--- config.mk ---
export PLATFORM = sky130hd
export DESIGN_NAME = llc_hit_miss
export DESIGN_NICKNAME = d
export VERILOG_FILES = /design/src/hdl/llc_pkg.sv /design/src/hdl/llc_hit_miss.sv /design/src/hdl/llc_miss_counters.sv /design/src/hdl/llc_lock_table.sv /design/src/hdl/llc_tag_store.sv /design/src/hdl/llc_unlock_arbiter.sv
export VERILOG_INCLUDE_DIRS = /design/src /design/src/hdl
export SDC_FILE = /design/constraint.sdc
export NUM_CORES = 1
export LEC_CHECK = 0
export ABC_AREA = 1
export BUFFER_PORTS_ARGS = -buffer_cell sky130_fd_sc_hd__buf_4
export CELL_PAD_IN_SITES_DETAIL_PLACEMENT = 2
export CELL_PAD_IN_SITES_GLOBAL_PLACEMENT = 2
export CORE_MARGIN = 3
export CORE_UTILIZATION = 45
export CTS_CLUSTER_SIZE = 20
export DETAILED_ROUTE_END_ITERATION = 10
export PLACE_DENSITY_LB_ADDON = 0.1
export SLEW_MARGIN = 10
export SYNTH_ARGS = -nofsm -noshare
export SYNTH_HDL_FRONTEND = slang
export SYNTH_SLANG_ARGS = --single-unit
--- constraint.sdc ---
create_clock -name clk_i -period 7 [get_ports clk_i]
set_clock_uncertainty 0.1 [all_clocks]
set_input_delay 1.4 -clock clk_i [delete_from_list [all_inputs] [get_ports clk_i]]
set_output_delay 1.4 -clock clk_i [all_outputs]
set_load 0.01 [all_outputs]
--- src/hdl/llc_params.svh ---
// llc geometry and width macros shared by the hit/miss unit and its submodules
`ifndef LLC_PARAMS_SVH
`define LLC_PARAMS_SVH

// address split: tag | index | offset
`define LLC_ADDR_W   16
`define LLC_OFFSET_W 4
`define LLC_INDEX_W  4
`define LLC_TAG_W    8

// set count follows from the index width
`define LLC_SETS     16

// associativity, one bit per way in the way indicator
`define LLC_WAYS     4

// transaction ID width, one miss counter per ID
`define LLC_ID_W     2

// miss counter width, saturates at all ones (7)
`define LLC_CNT_W    3

`endif
--- src/hdl/llc_pkg.sv ---
// llc types: width vectors, descriptor, lock, counter and tag store structs, state enums
`include "llc_params.svh"

package llc_pkg;

  // vectors with a meaning
  typedef logic [`LLC_ADDR_W-1:0]  addr_t;
  typedef logic [`LLC_INDEX_W-1:0] index_t;
  typedef logic [`LLC_TAG_W-1:0]   tag_t;
  typedef logic [`LLC_WAYS-1:0]    way_ind_t;
  typedef logic [`LLC_ID_W-1:0]    id_t;
  typedef logic [`LLC_CNT_W-1:0]   cnt_val_t;

  // descriptor travelling through the unit, 33 bits
  typedef struct packed {
    addr_t    addr;
    id_t      id;
    logic     rw;         // 1 = write
    way_ind_t way_ind;    // one-hot way the access goes to
    logic     refill;     // line must be fetched
    logic     evict;      // victim line is dirty and must be written back
    tag_t     evict_tag;
  } llc_desc_t;

  // lock / unlock of one line
  typedef struct packed {
    index_t   index;
    way_ind_t way_ind;
  } llc_lock_t;

  // miss counter strobe
  typedef struct packed {
    id_t  id;
    logic valid;
  } llc_cnt_t;

  // lookup request to the tag store
  typedef struct packed {
    index_t index;
    tag_t   tag;
    logic   dirty;
  } tag_req_t;

  // lookup result from the tag store
  typedef struct packed {
    way_ind_t way_ind;
    logic     hit;
    logic     evict;
    tag_t     evict_tag;
  } tag_res_t;

  typedef enum logic [1:0] {HM_INIT, HM_IDLE, HM_BUSY} hm_state_e;
  typedef enum logic {TS_CLEAR, TS_RUN} ts_state_e;

endpackage

--- src/hdl/llc_hit_miss.sv ---
// llc hit/miss unit: looks up one descriptor at a time and steers it to the hit or miss output
`timescale 1ns/1ps
`include "llc_params.svh"

module llc_hit_miss (
  input  logic               clk_i,
  input  logic               arst_n_i,
  input  llc_pkg::llc_desc_t desc_i,
  input  logic               valid_i,
  output logic               ready_o,
  output llc_pkg::llc_desc_t desc_o,
  output logic               hit_valid_o,
  input  logic               hit_ready_i,
  output logic               miss_valid_o,
  input  logic               miss_ready_i,
  input  llc_pkg::llc_lock_t r_unlock_i,
  input  logic               r_unlock_req_i,
  output logic               r_unlock_gnt_o,
  input  llc_pkg::llc_lock_t w_unlock_i,
  input  logic               w_unlock_req_i,
  output logic               w_unlock_gnt_o,
  input  llc_pkg::llc_cnt_t  cnt_down_i
);
  import llc_pkg::*;

  hm_state_e state_q, state_d;
  llc_desc_t desc_q;
  logic      load_desc;
  // steering frozen once offered
  logic      hold_q, hold_d;
  logic      hold_miss_q;

  tag_req_t  tag_req;
  logic      tag_req_valid, tag_req_ready;
  tag_res_t  tag_res;
  logic      tag_res_valid, tag_res_ready;

  llc_lock_t lock;
  logic      lock_req, locked;
  llc_cnt_t  cnt_up;
  logic      to_miss, cnt_stall;

  logic      route_miss, offer;
  logic      hit_xfer, miss_xfer, out_xfer;

  ////////////////////////////////////////
  // output steering
  ////////////////////////////////////////
  always_comb begin
    desc_o = desc_q;
    // lookup result overrides the way and the refill/evict fields
    if (tag_res_valid) begin
      desc_o.way_ind   = tag_res.way_ind;
      desc_o.refill    = ~tag_res.hit;
      desc_o.evict     = tag_res.evict;
      desc_o.evict_tag = tag_res.evict_tag;
    end
  end

  // hits of an ID with misses in flight go the miss way too
  assign route_miss = hold_q ? hold_miss_q : (to_miss | ~tag_res.hit);
  assign offer      = (state_q == HM_BUSY) & tag_res_valid & ~locked & ~cnt_stall;

  assign hit_valid_o  = offer & ~route_miss;
  assign miss_valid_o = offer &  route_miss;
  assign hit_xfer     = hit_valid_o & hit_ready_i;
  assign miss_xfer    = miss_valid_o & miss_ready_i;
  assign out_xfer     = hit_xfer | miss_xfer;

  assign tag_res_ready = out_xfer;

  ////////////////////////////////////////
  // control FSM
  ////////////////////////////////////////
  always_comb begin
    state_d       = state_q;
    ready_o       = 1'b0;
    tag_req_valid = 1'b0;
    load_desc     = 1'b0;
    case (state_q)
      // wait for the tag store sweep
      HM_INIT: begin
        if (tag_req_ready) begin
          state_d = HM_IDLE;
        end
      end
      HM_IDLE: begin
        tag_req_valid = valid_i;
        if (valid_i && tag_req_ready) begin
          ready_o   = 1'b1;
          load_desc = 1'b1;
          state_d   = HM_BUSY;
        end
      end
      HM_BUSY: begin
        // next lookup may start while the current descriptor leaves
        if (out_xfer) begin
          tag_req_valid = valid_i;
          if (valid_i && tag_req_ready) begin
            ready_o   = 1'b1;
            load_desc = 1'b1;
          end else begin
            state_d = HM_IDLE;
          end
        end
      end
      default: state_d = HM_INIT;
    endcase
  end

  always_comb begin
    hold_d = hold_q;
    if (out_xfer) begin
      hold_d = 1'b0;
    end else if (offer) begin
      hold_d = 1'b1;
    end
  end

  always_ff @(posedge clk_i or negedge arst_n_i) begin
    if (!arst_n_i) begin
      state_q <= HM_INIT;
      hold_q  <= 1'b0;
    end else begin
      state_q <= state_d;
      hold_q  <= hold_d;
    end
  end

  always_ff @(posedge clk_i) begin
    if (load_desc) begin
      desc_q <= desc_i;
    end
    if (offer && !hold_q) begin
      hold_miss_q <= route_miss;
    end
  end

  ////////////////////////////////////////
  // submodules
  ////////////////////////////////////////
  assign tag_req.index = desc_i.addr[`LLC_OFFSET_W +: `LLC_INDEX_W];
  assign tag_req.tag   = desc_i.addr[`LLC_OFFSET_W + `LLC_INDEX_W +: `LLC_TAG_W];
  assign tag_req.dirty = desc_i.rw;

  llc_tag_store i_tag_store (
    .clk_i       ( clk_i         ),
    .arst_n_i    ( arst_n_i      ),
    .req_i       ( tag_req       ),
    .req_valid_i ( tag_req_valid ),
    .req_ready_o ( tag_req_ready ),
    .res_o       ( tag_res       ),
    .res_valid_o ( tag_res_valid ),
    .res_ready_i ( tag_res_ready )
  )

;

  // lock the line on any transfer
  assign lock.index   = desc_q.addr[`LLC_OFFSET_W +: `LLC_INDEX_W];
  assign lock.way_ind = tag_res.way_ind;
  assign lock_req     = out_xfer;

  llc_lock_table i_lock_table (
    .clk_i          ( clk_i          ),
    .arst_n_i       ( arst_n_i       ),
    .lock_i         ( lock           ),
    .lock_req_i     ( lock_req       ),
    .locked_o       ( locked         ),
    .r_unlock_i     ( r_unlock_i     ),
    .r_unlock_req_i ( r_unlock_req_i ),
    .r_unlock_gnt_o ( r_unlock_gnt_o ),
    .w_unlock_i     ( w_unlock_i     ),
    .w_unlock_req_i ( w_unlock_req_i ),
    .w_unlock_gnt_o ( w_unlock_gnt_o )
  );

  // count each descriptor sent down the miss path
  assign cnt_up.id    = desc_q.id;
  assign cnt_up.valid = miss_xfer;

  llc_miss_counters i_miss_counters (
    .clk_i      ( clk_i      ),
    .arst_n_i   ( arst_n_i   ),
    .cnt_up_i   ( cnt_up     ),
    .cnt_down_i ( cnt_down_i ),
    .id_i       ( desc_q.id  ),
    .to_miss_o  ( to_miss    ),
    .stall_o    ( cnt_stall  )
  );

endmodule

--- src/hdl/llc_miss_counters.sv ---
// llc miss counters: outstanding misses per ID, driving the to-miss and stall flags
`timescale 1ns/1ps
`include "llc_params.svh"

module llc_miss_counters (
  input  logic              clk_i,
  input  logic              arst_n_i,
  input  llc_pkg::llc_cnt_t cnt_up_i,
  input  llc_pkg::llc_cnt_t cnt_down_i,
  input  llc_pkg::id_t      id_i,
  output logic              to_miss_o,
  output logic              stall_o
);
  import llc_pkg::*;

  cnt_val_t cnt_q [1 << `LLC_ID_W];
  cnt_val_t cnt_d [1 << `LLC_ID_W];

  ////////////////////////////////////////
  // counter update
  ////////////////////////////////////////
  always_comb begin
    cnt_d = cnt_q;
    for (int i = 0; i < (1 << `LLC_ID_W); i++) begin
      // up and down on one ID in one cycle cancel
      if (cnt_up_i.valid && (cnt_up_i.id == id_t'(i)) &&
          !(cnt_down_i.valid && (cnt_down_i.id == id_t'(i)))) begin
        if (cnt_q[i] != '1) begin
          cnt_d[i] = cnt_q[i] + cnt_val_t'(1);
        end
      end else if (cnt_down_i.valid && (cnt_down_i.id == id_t'(i)) &&
                   !(cnt_up_i.valid && (cnt_up_i.id == id_t'(i)))) begin
        if (cnt_q[i] != '0) begin
          cnt_d[i] = cnt_q[i] - cnt_val_t'(1);
        end
      end
    end
  end

  always_ff @(posedge clk_i or negedge arst_n_i) begin
    if (!arst_n_i) begin
      for (int i = 0; i < (1 << `LLC_ID_W); i++) begin
        cnt_q[i] <= '0;
      end
    end else begin
      cnt_q <= cnt_d;
    end
  end

  // flags for the held descriptor's ID
  assign to_miss_o = (cnt_q[id_i] != '0);
  assign stall_o   = (cnt_q[id_i] == '1);

endmodule

--- src/hdl/llc_lock_table.sv ---
// llc lock table: one lock bit per set and way, with arbitrated read/write unlocks
`timescale 1ns/1ps
`include "llc_params.svh"

module llc_lock_table (
  input  logic               clk_i,
  input  logic               arst_n_i,
  input  llc_pkg::llc_lock_t lock_i,
  input  logic               lock_req_i,
  output logic               locked_o,
  input  llc_pkg::llc_lock_t r_unlock_i,
  input  logic               r_unlock_req_i,
  output logic               r_unlock_gnt_o,
  input  llc_pkg::llc_lock_t w_unlock_i,
  input  logic               w_unlock_req_i,
  output logic               w_unlock_gnt_o
);
  import llc_pkg::*;

  way_ind_t  lock_q [`LLC_SETS];
  way_ind_t  lock_d [`LLC_SETS];
  llc_lock_t unlock;
  logic      unlock_valid;

  // at most one unlock per cycle
  llc_unlock_arbiter i_unlock_arbiter (
    .clk_i    ( clk_i          ),
    .arst_n_i ( arst_n_i       ),
    .r_req_i  ( r_unlock_req_i ),
    .w_req_i  ( w_unlock_req_i ),
    .r_gnt_o  ( r_unlock_gnt_o ),
    .w_gnt_o  ( w_unlock_gnt_o )
  );

  assign unlock       = r_unlock_gnt_o ? r_unlock_i : w_unlock_i;
  assign unlock_valid = r_unlock_gnt_o | w_unlock_gnt_o;

  // state of the line presented by the top
  assign locked_o = |(lock_q[lock_i.index] & lock_i.way_ind);

  ////////////////////////////////////////
  // lock bit update
  ////////////////////////////////////////
  always_comb begin
    lock_d = lock_q;
    // granted unlock clears with the grant
    if (unlock_valid) begin
      lock_d[unlock.index] = lock_d[unlock.index] & ~unlock.way_ind;
    end
    // a new lock on the same line wins
    if (lock_req_i) begin
      lock_d[lock_i.index] = lock_d[lock_i.index] | lock_i.way_ind;
    end
  end

  always_ff @(posedge clk_i or negedge arst_n_i) begin
    if (!arst_n_i) begin
      for (int s = 0; s < `LLC_SETS; s++) begin
        lock_q[s] <= '0;
      end
    end else begin
      lock_q <= lock_d;
    end
  end

endmodule

--- src/hdl/llc_tag_store.sv ---
// llc tag store: tag/valid/dirty arrays with lookup, replacement and post-reset clear
`timescale 1ns/1ps
`include "llc_params.svh"

module llc_tag_store (
  input  logic              clk_i,
  input  logic              arst_n_i,
  input  llc_pkg::tag_req_t req_i,
  input  logic              req_valid_i,
  output logic              req_ready_o,
  output llc_pkg::tag_res_t res_o,
  output logic              res_valid_o,
  input  logic              res_ready_i
);
  import llc_pkg::*;

  // storage, one entry per set
  tag_t      tag_q   [`LLC_SETS][`LLC_WAYS];
  way_ind_t  valid_q [`LLC_SETS];
  way_ind_t  dirty_q [`LLC_SETS];
  way_ind_t  ptr_q   [`LLC_SETS];   // one-hot round-robin victim pointer

  ts_state_e state_q;
  index_t    clr_idx_q;

  // lookup
  way_ind_t  hit_vec;
  way_ind_t  inv_vec;
  way_ind_t  victim;
  tag_t      victim_tag;
  logic      hit;
  logic      accept;

  tag_res_t  res_d;
  tag_res_t  res_q;
  logic      res_valid_q;

  ////////////////////////////////////////
  // clear sweep
  ////////////////////////////////////////
  // one set per cycle, then run
  always_ff @(posedge clk_i or negedge arst_n_i) begin
    if (!arst_n_i) begin
      state_q   <= TS_CLEAR;
      clr_idx_q <= '0;
    end else if (state_q == TS_CLEAR) begin
      clr_idx_q <= clr_idx_q + index_t'(1);
      if (clr_idx_q == index_t'(`LLC_SETS - 1)) begin
        state_q <= TS_RUN;
      end
    end
  end

  ////////////////////////////////////////
  // lookup
  ////////////////////////////////////////
  // next request only once the old result is gone or leaving
  assign req_ready_o = (state_q == TS_RUN) & (~res_valid_q | res_ready_i);
  assign accept      = req_valid_i & req_ready_o;

  always_comb begin
    hit_vec    = '0;
    victim_tag = '0;
    // lowest invalid way first, else the pointer's way
    inv_vec = ~valid_q[req_i.index];
    victim  = (|inv_vec) ? (inv_vec & (~inv_vec + way_ind_t'(1))) : ptr_q[req_i.index];
    for (int w = 0; w < `LLC_WAYS; w++) begin
      hit_vec[w] = valid_q[req_i.index][w] & (tag_q[req_i.index][w] == req_i.tag);
      if (victim[w]) begin
        victim_tag = tag_q[req_i.index][w];
      end
    end
    hit = |hit_vec;

    res_d.hit     = hit;
    res_d.way_ind = hit ? hit_vec : victim;
    // a valid dirty victim has to be written back
    res_d.evict     = ~hit & (|(victim & valid_q[req_i.index] & dirty_q[req_i.index]));
    res_d.evict_tag = res_d.evict ? victim_tag : '0;
  end

  ////////////////////////////////////////
  // array update
  ////////////////////////////////////////
  always_ff @(posedge clk_i) begin
    if (state_q == TS_CLEAR) begin
      valid_q[clr_idx_q] <= '0;
      dirty_q[clr_idx_q] <= '0;
      ptr_q[clr_idx_q]   <= way_ind_t'(1);
    end else if (accept) begin
      if (hit) begin
        // writes mark the line dirty
        dirty_q[req_i.index] <= dirty_q[req_i.index] | (hit_vec & {`LLC_WAYS{req_i.dirty}});
      end else begin
        valid_q[req_i.index] <= valid_q[req_i.index] | victim;
        dirty_q[req_i.index] <= (dirty_q[req_i.index] & ~victim) |
                                (victim & {`LLC_WAYS{req_i.dirty}});
        // rotate pointer on every miss
        ptr_q[req_i.index]   <= {ptr_q[req_i.index][`LLC_WAYS-2:0],
                                 ptr_q[req_i.index][`LLC_WAYS-1]};
        for (int w = 0; w < `LLC_WAYS; w++) begin
          if (victim[w]) begin
            tag_q[req_i.index][w] <= req_i.tag;
          end
        end
      end
    end
  end

  ////////////////////////////////////////
  // response register
  ////////////////////////////////////////
  always_ff @(posedge clk_i or negedge arst_n_i) begin
    if (!arst_n_i) begin
      res_valid_q <= 1'b0;
    end else if (accept) begin
      res_valid_q <= 1'b1;
    end else if (res_ready_i) begin
      res_valid_q <= 1'b0;
    end
  end

  // result held until taken
  always_ff @(posedge clk_i) begin
    if (accept) begin
      res_q <= res_d;
    end
  end

  assign res_o       = res_q;
  assign res_valid_o = res_valid_q;

endmodule

--- src/hdl/llc_unlock_arbiter.sv ---
// round-robin arbiter between the read and write unlock requesters
`timescale 1ns/1ps

module llc_unlock_arbiter (
  input  logic clk_i,
  input  logic arst_n_i,
  input  logic r_req_i,
  input  logic w_req_i,
  output logic r_gnt_o,
  output logic w_gnt_o
);

  // 0: read side wins a conflict, 1: write side wins
  logic prio_q;
  logic contested;

  assign contested = r_req_i & w_req_i;

  // an uncontested request is always served
  assign r_gnt_o = r_req_i & (~w_req_i | ~prio_q);
  assign w_gnt_o = w_req_i & (~r_req_i |  prio_q);

  ////////////////////////////////////////
  // priority flip
  ////////////////////////////////////////
  // swap after each conflict so the loser wins the next cycle
  always_ff @(posedge clk_i or negedge arst_n_i) begin
    if (!arst_n_i) begin
      prio_q <= 1'b0;
    end else if (contested) begin
      prio_q <= ~prio_q;
    end
  end

endmodule

### Yosys cells after proc, flatten, opt, wreduce, memory -nomap -nowiden

Memories as Yosys holds them, arrays and structs flattened.
Cells that the tools add are included.

| operators by class | value |
|---|---|
| eq/ne operators | 26 |
| mux-type cells | 100 |
| magnitude comparators | 5 |
| reduce and logical (&&, ||, !) cells | 59 |
| bitwise operators | 52 |
| add/sub/neg operators | 10 |

Operators by type and width:

| cell | count |
|---|---|
| bitwise mux 64 bit | 2 |
| two-way mux 64 bit | 2 |
| two-way mux 4 bit | 17 |
| two-way mux 3 bit | 18 |
| binary-select mux 4 bit (select 4 bit) | 3 |
| two-way mux 1 bit | 42 |
| two-way mux 8 bit | 5 |
| AND 4 bit | 8 |
| demux 4 bit (select 4 bit) | 2 |
| equality test 8 bit | 4 |
| OR reduction 4 bit | 7 |
| logical AND 1 bit | 20 |
| nonzero test 2 bit | 10 |
| AND 1 bit | 17 |
| inverter 4 bit | 4 |
| bitwise OR 4 bit | 4 |
| nonzero test 3 bit | 5 |
| two-way mux 14 bit | 1 |
| adder 3 x 1 -> 3 bit, second input constant | 4 |
| inequality test 2 bit, second input constant | 6 |
| inequality test 3 bit, second input constant | 4 |
| AND reduction 3 bit | 4 |
| subtractor 3 x 1 -> 3 bit, second input constant | 4 |
| equality test 2 bit, second input constant | 5 |
| 19 further kinds | 54 |

| word-level totals | value |
|---|---|
| memories kept | 4 |
| memory bits (writable) | 704 |
| logic and storage cells | 294 |
| output and inout port bits | 38 |
| bits in registers | 134 |
| bits of input ports | 59 |

Memory list:

| name | words | bits a word | rd ports | clocked after Yosys merged registers in | write ports | line | RTL |
|---|---|---|---|---|---|---|---|
| i_tag_store.tag_q | 16 | 32 | 1 | 0 | 1 | llc_tag_store.sv:18 | `` tag_t tag_q [`LLC_SETS][`LLC_WAYS]; `` |
| i_tag_store.dirty_q | 16 | 4 | 1 | 0 | 1 | llc_tag_store.sv:20 | `` way_ind_t dirty_q [`LLC_SETS]; `` |
| i_tag_store.ptr_q | 16 | 4 | 1 | 0 | 1 | llc_tag_store.sv:21 | `` way_ind_t ptr_q [`LLC_SETS]; `` |
| i_tag_store.valid_q | 16 | 4 | 1 | 0 | 1 | llc_tag_store.sv:19 | `` way_ind_t valid_q [`LLC_SETS]; `` |

### Longest topological paths before layout

| depth | value |
|---|---|
| depth after elaboration | 21 |
| mapped depth | 24 |

### By module

From an unflattened synthesis, not the netlist that was laid out.

| unflattened totals | value |
|---|---|
| cells, all modules | 4183 |
| area total of the unflattened synthesis | 39131.3 um^2 |

Modules (own cells, without submodules):

| module | area an instance (um^2) | instances | cells each |
|---|---|---|---|
| llc_tag_store | 30804.5 | 1 | 2906 |
| llc_lock_table | 5496.5 | 1 | 950 |
| llc_hit_miss | 1679.1 | 1 | 151 |
| llc_miss_counters | 1091.0 | 1 | 168 |
| llc_unlock_arbiter | 60.1 | 1 | 8 |

### Worst setup path before layout

OpenSTA, ideal clock, no wires.

| timing path | value |
|---|---|
| path kind | input port to flip-flop |
| start point | input desc_i[21] (netlist bit) |
| end point | memory i_tag_store.tag_q[3][0] (netlist bit), enable pin |
| arrival time | 3.881 ns |
| slack | 2.649 ns |
| stages | 20 |
| buffers on the path | 4 |
| setup time | 0.370 ns |
| cell sequence | buf_6 > inv_2 > nor2_2 > buf_2 > buf_2 > a22oi_1 > nand2_1 > nand2_1 > nand2_1 > nor2_1 > xor2_1 > nor2_1 > nand3_1 > nand2_1 > nor2_4 > nand2_4 > clkinv_2 > nand2_2 > buf_2 > nor2_1 |

| on the way | value |
|---|---|
| cells in the longest elaborated chain, start to end | 11 |

RTL lines:

| element | line | RTL |
|---|---|---|
| from (decl) | llc_hit_miss.sv:8 | `input llc_pkg::llc_desc_t desc_i,` |
| memory (16 x 4 bit) | n/a |  |
| inverter 4 bit | llc_tag_store.sv:65 | `inv_vec = ~valid_q[req_i.index];` |
| inverter 4 bit | llc_tag_store.sv:66 | `victim = (\|inv_vec) ? (inv_vec & (~inv_vec + way_ind_t'(1))) : ptr_q[req_i.index];` |
| adder 4 x 1 -> 4 bit | llc_tag_store.sv:66 |  |
| AND 4 bit | llc_tag_store.sv:66 |  |
| two-way mux 4 bit | llc_tag_store.sv:66 |  |
| two-way mux 1 bit | llc_tag_store.sv:102 | `if (victim[w]) begin` |
| two-way mux 1 bit | llc_tag_store.sv:91 | `if (hit) begin` |
| two-way mux 1 bit | llc_tag_store.sv:90 | `end else if (accept) begin` |
| two-way mux 1 bit | llc_tag_store.sv:86 | `if (state_q == TS_CLEAR) begin` |
| two-way mux 1 bit (implied by the code) | llc_tag_store.sv:103 | `tag_q[req_i.index][w] <= req_i.tag;` |
| to (decl) | llc_tag_store.sv:18 |  |

Parallel ways exist; a longest one is shown, timed or not.

### Worst setup path after layout

| timing path | value |
|---|---|
| start point | register desc_q (netlist bit desc_o[21]) |
| end point | output ready_o |

| on the way | value |
|---|---|
| cells in the longest elaborated chain, start to end | 18 |

RTL lines:

| element | line | RTL |
|---|---|---|
| from (decl) | llc_hit_miss.sv:27 | `llc_desc_t desc_q;` |
| from (signal assigned) | llc_hit_miss.sv:132 | `desc_q <= desc_i;` |
| inverter 4 -> 5 bit (implied by the code) * | llc_lock_table.sv:39 | `assign locked_o = \|(lock_q[lock_i.index] & lock_i.way_ind);` |
| binary-select mux 4 bit (select 4 bit) * | llc_lock_table.sv:39 |  |
| two-way mux 4 bit (implied by the code) * (2 in series) | llc_lock_table.sv:39 |  |
| AND 4 bit * | llc_lock_table.sv:39 |  |
| OR reduction 4 bit * | llc_lock_table.sv:39 |  |
| inverter 1 bit * | llc_hit_miss.sv:62 | `assign offer = (state_q == HM_BUSY) & tag_res_valid & ~locked & ~cnt_stall;` |
| AND 1 bit * (2 in series) | llc_hit_miss.sv:62 |  |
| AND 1 bit, on equally long branches | llc_hit_miss.sv:64, llc_hit_miss.sv:65 |  |
| AND 1 bit, on equally long branches | llc_hit_miss.sv:66, llc_hit_miss.sv:67 |  |
| bitwise OR 1 bit * | llc_hit_miss.sv:68 | `assign out_xfer = hit_xfer \| miss_xfer;` |
| bitwise OR 1 bit | llc_tag_store.sv:58 | `assign req_ready_o = (state_q == TS_RUN) & (~res_valid_q \| res_ready_i);` |
| AND 1 bit | llc_tag_store.sv:58 |  |
| logical AND 1 bit | llc_hit_miss.sv:89, llc_hit_miss.sv:99 |  |
| two-way mux 1 bit | llc_hit_miss.sv:89, llc_hit_miss.sv:99 |  |
| two-way mux 1 bit | llc_hit_miss.sv:97 | `if (out_xfer) begin` |
| case mux 1 bit (2 select lines) * | llc_hit_miss.sv:80 | `case (state_q)` |
| to (decl) | llc_hit_miss.sv:10 | `output logic ready_o,` |

Mark *: on every way between the ends. The rest lies on a longest branch, timed or not. The select of a mux whose other input is x is not followed.

==> out/results.txt <==
Outcome - finished clean
Predominant post-synthesis flop cell - sky130_fd_sc_hd__edfxtp_1
Share of the core filled with cells - 0.518
Largest driver fanout on the critical path - 37
Count of clock tree sinks - 838
Final Routed Wirelength - 146000 µm
Routed wire per std cell - 31.3 µm
Achievable Freq - 0.153 GHz
Hold_buf cts - 0
Number of DRC markers after the initial detailed-route iteration - 2619
Synthesis-to-finish area growth - 13.7%
Count of antenna-violating nets left after detailed routing - 0
Fraction of post-synthesis cell area in the top cell type by area - 0.613
Clock network latency to the later pin of the worst-skew pair - 680 ps
Part of the cycle the worst path needs - 0.935
Router iterations before antenna repair - 5
Core box area - 0.0808 mm²
Number of instances in the synthesized netlist - 3401
#FFs+latches synth - 838
Net count reported at finish - 3607
First-pass GRT wire length - 217000 µm
Overall overflow remaining after global route - 0
Number of gates given a new drive strength after cts - 0
Total Die Area - 0.0853 mm²
Total clock buffers created by CTS - 92
Die X-Extent - 292 µm
Final HPWL from detailed placement - 96300 µm
Sum of negative setup slack - 0 ps
Number of synthesis warnings - 0
DRC violation count after routing - 0
Number of I/O pins - 97
Register-to-register path setup slack - 890 ps
Post-CTS Setup Inserts - 0
Crit path time final - 6540 ps
Initial antenna violation count - 2
Vertical extent of the die - 292 µm
Clock transition at path regs - 60 ps
Routability-driven placement congestion ratio - 0.910
Type of the worst min-delay path - reg -> reg
Final setup violation count - 0
Worst setup EP type - output pin
Post-synth EDFFs - 752
Critical path class - reg -> out
Count of buffers inserted at the top-level ports - 96
Number of buffer and inverter instances along the worst setup path - 2
Number of cell instances on the worst register-to-register path - 17
Max-slew violation total from the final report - 0
Beginning of the worst register-to-register path - desc_o[21]
Delay of the slowest critical-path stage - 1060 ps
Starting Density - 0.456
Total of max-cap violations - 0
Setup repair after global routing missed its margin - no
Total track usage - 0.342
Net count after synthesis - 3468
Maximum number of pins on one net before global-route repair - 115
Via count of the routed design - 28700
Std-Cell Rows - 104
Vias per cell - 6.15
Buffers from clock root to sink, at most - 3
Max-slew headroom - 0.239
Via count of the first global-routing pass - 31700
Category of the worst setup path launch point - flip-flop
VDD IR-drop max - 235 µV
TritonCTS clock tree - done
Number of distinct library cells after synthesis - 45
Beginning of the worst hold path - i_miss_counters.cnt_q[11]
Data arrival time of the critical path - 5040 ps
Static power due to leakage - 15.9 nW
Share of flip-flops with an asynchronous set or reset - 0.103
Cell area after technology mapping - 0.0368 mm²
H-tree lvl count - 3
Fraction of layout instances using a drive strength above 1 - 0.116
Data required time of the worst path - 5500 ps
Critical path depth - 14
Transition time of the tightest slew-check pin - 1140 ps
Leading cell types by total area after synthesis - sky130_fd_sc_hd__edfxtp_1 (61%), sky130_fd_sc_hd__nand2_1 (12%), sky130_fd_sc_hd__dfrtp_1 (5.8%)
Mapped Avg Cell Area - 10.8 µm²
Crit path max-delay family - simple AND/OR/NAND/NOR gates
Critical path capture point - ready_o
P per Cell Area - 313 mW/mm²
Number of hold-slack violations in the final timing report - 0
Slowest-stage cell, CP - sky130_fd_sc_hd__edfxtp_1
Launching element of the worst setup path - desc_o[21]
Sequential-to-total area share from yosys stat - 0.672
Cell type with the largest total area after synthesis - sky130_fd_sc_hd__edfxtp_1
Critical path, cell by cell - nor2_1 -> a21oi_1 -> nand2_1 -> nand2_1 -> nand2_1 -> nor2_1 -> nor2_1 -> nor2_2 -> nand4_1 -> nand3_2 -> nand3_2 -> nor2_4 -> buf_4 -> buf_4
Critical register-to-register path endpoint - i_tag_store.valid_q[2][0]
Root Buffer Master - sky130_fd_sc_hd__clkbuf_16
==> state kept, by name, summed over array words and instances (netlist names) <==
signal	count
i_tag_store.tag_q	512
i_lock_table.lock_q	64
i_tag_store.dirty_q	64
i_tag_store.ptr_q	64
i_tag_store.valid_q	64
desc_o	19
desc_q	14
i_tag_store.res_o	14
i_miss_counters.cnt_q	12
i_tag_store.clr_idx_q	4
state_q	2
hold_miss_q	1
hold_q	1
i_lock_table.i_unlock_arbiter.prio_q	1
i_tag_store.res_valid_o	1
i_tag_store.state_q	1
==> through the flow <==
| stage | cells | worst slack (ps) | hold slack, ps | power, mW | cell area (µm²) |
|---|---|---|---|---|---|
| floorplan | 3401 | 2650 | 364 | 7.35 | 36800 |
| global placement | 4506 | 1010 | 391 | 8.14 | 39000 |
| detailed placement | 4506 | 517 | 427 | 8.33 | 39000 |
| CTS | 4674 | 446 | 442 | 13.1 | 41900 |
| global route | 4674 | 267 | 462 | 13.6 | 41900 |
| finish | 4675 | 456 | 436 | 13.1 | 41900 |
==> synthesized netlist by cell type, types with 3 or more instances <==
master / instances
sky130_fd_sc_hd__a21boi_0: 3
sky130_fd_sc_hd__a21oi_1: 26
sky130_fd_sc_hd__a22oi_1: 266
sky130_fd_sc_hd__buf_1: 9
sky130_fd_sc_hd__buf_2: 92
sky130_fd_sc_hd__buf_4: 27
sky130_fd_sc_hd__buf_6: 11
sky130_fd_sc_hd__clkbuf_1: 23
sky130_fd_sc_hd__dfrtp_1: 86
sky130_fd_sc_hd__edfxtp_1: 752
sky130_fd_sc_hd__fa_1: 4
sky130_fd_sc_hd__ha_1: 4
sky130_fd_sc_hd__inv_1: 136
sky130_fd_sc_hd__inv_2: 20
sky130_fd_sc_hd__mux2i_1: 4
sky130_fd_sc_hd__nand2_1: 1183
sky130_fd_sc_hd__nand2_2: 9
sky130_fd_sc_hd__nand3_1: 164
sky130_fd_sc_hd__nand3_2: 5
sky130_fd_sc_hd__nand4_1: 56
sky130_fd_sc_hd__nor2_1: 263
sky130_fd_sc_hd__nor2_2: 13
sky130_fd_sc_hd__nor3_1: 22
sky130_fd_sc_hd__o211ai_1: 18
sky130_fd_sc_hd__o21ai_0: 85
sky130_fd_sc_hd__o21ai_1: 47
sky130_fd_sc_hd__o21ai_2: 5
sky130_fd_sc_hd__o22ai_1: 4
sky130_fd_sc_hd__o31ai_1: 4
sky130_fd_sc_hd__or2_1: 6
sky130_fd_sc_hd__or2_2: 18
sky130_fd_sc_hd__xnor2_1: 4
sky130_fd_sc_hd__xor2_1: 12
==> cells by family (layout without fill, tap and decap cells) <==
family / Yosys count / count (layout) / share of synthesized area
xor gates and xnor gates: 16 / 16 / 0.00381
buffers and inverters: 321 / 534 / 0.0409
muxes: 6 / 6 / 0.00170
and+or+nand+nor: 1747 / 1747 / 0.193
other: 0 / 1 / 0
DFF: 838 / 838 / 0.672
AOI/OAI and AO/OA: 465 / 465 / 0.0847
adders and majority gates: 8 / 8 / 0.00354
==> power breakdown <==
part,switching (mW),internal (mW),leakage (nW)
clock,2.16,2.67,1.41
combinational,1.60,0.681,6.74
sequential,0.260,5.75,7.75
==> worst reg2reg max path, cell delays in order (launching register included) <==
cell and delay, ps:
sky130_fd_sc_hd__edfxtp_1 1060, sky130_fd_sc_hd__nor2_1 580, sky130_fd_sc_hd__a21oi_1 260, sky130_fd_sc_hd__nand2_1 80, sky130_fd_sc_hd__nand2_1 70, sky130_fd_sc_hd__nand2_1 110, sky130_fd_sc_hd__nor2_1 240, sky130_fd_sc_hd__nor2_1 90
sky130_fd_sc_hd__nor2_2 200, sky130_fd_sc_hd__nand4_1 320, sky130_fd_sc_hd__nand3_2 210, sky130_fd_sc_hd__nand3_2 170, sky130_fd_sc_hd__nor2_4 270, sky130_fd_sc_hd__buf_4 490, sky130_fd_sc_hd__nand3_1 210, sky130_fd_sc_hd__nand2_1 230
sky130_fd_sc_hd__nand3_1 160, sky130_fd_sc_hd__nor2_1 850
==> routing by layer <==
metal | GRT usage | vias up | wire length [µm]
met2 | 0.598 | 1300 | 73700
li1 | - | 12200 | -
met4 | 0.166 | 2 | 7790
met5 | 0 | - | 13
met1 | 0.422 | 14900 | 56400
met3 | 0.0423 | 412 | 8380
==> worst min path at each step <==
stage	end	slack [ps]	depth (start not counted)
CTS	i_miss_counters.cnt_q[2]	440	1
global placement	i_miss_counters.cnt_q[2]	390	1
detailed placement	i_miss_counters.cnt_q[2]	430	1
global route	i_miss_counters.cnt_q[2]	460	1
finish	i_miss_counters.cnt_q[11]	440	1
floorplan	i_miss_counters.cnt_q[8]	360	1
==> cell type report <==
cell class | count | area, µm²
Timing Repair Buffer | 207 | 1690
Inverter | 159 | 603
Clock buffer | 112 | 2430
Antenna cell | 1 | 2.50
Fill cell | 8012 | 38900
Sequential cell | 838 | 24700
Clock inverter | 56 | 473
Tap cell | 1060 | 1330
Multi-Input combinational cell | 2242 | 10600
==> cells in the final DEF (no fill, tap or decap), types with 18 or more instances in the layout <==
cell type / instances
sky130_fd_sc_hd__inv_2: 19
sky130_fd_sc_hd__o21ai_1: 47
sky130_fd_sc_hd__clkbuf_16: 94
sky130_fd_sc_hd__a22oi_1: 266
sky130_fd_sc_hd__edfxtp_1: 752
sky130_fd_sc_hd__a21oi_1: 26
sky130_fd_sc_hd__nor2_1: 259
sky130_fd_sc_hd__clkinv_2: 19
sky130_fd_sc_hd__clkinv_1: 25
sky130_fd_sc_hd__inv_1: 136
sky130_fd_sc_hd__nand3_1: 164
sky130_fd_sc_hd__nand2_1: 1183
sky130_fd_sc_hd__nor3_1: 22
sky130_fd_sc_hd__or2_2: 18
sky130_fd_sc_hd__o21ai_0: 85
sky130_fd_sc_hd__buf_4: 196
sky130_fd_sc_hd__dfrtp_1: 86
sky130_fd_sc_hd__nand4_1: 56
sky130_fd_sc_hd__o211ai_1: 18
(Power assumes the default switching activity.)
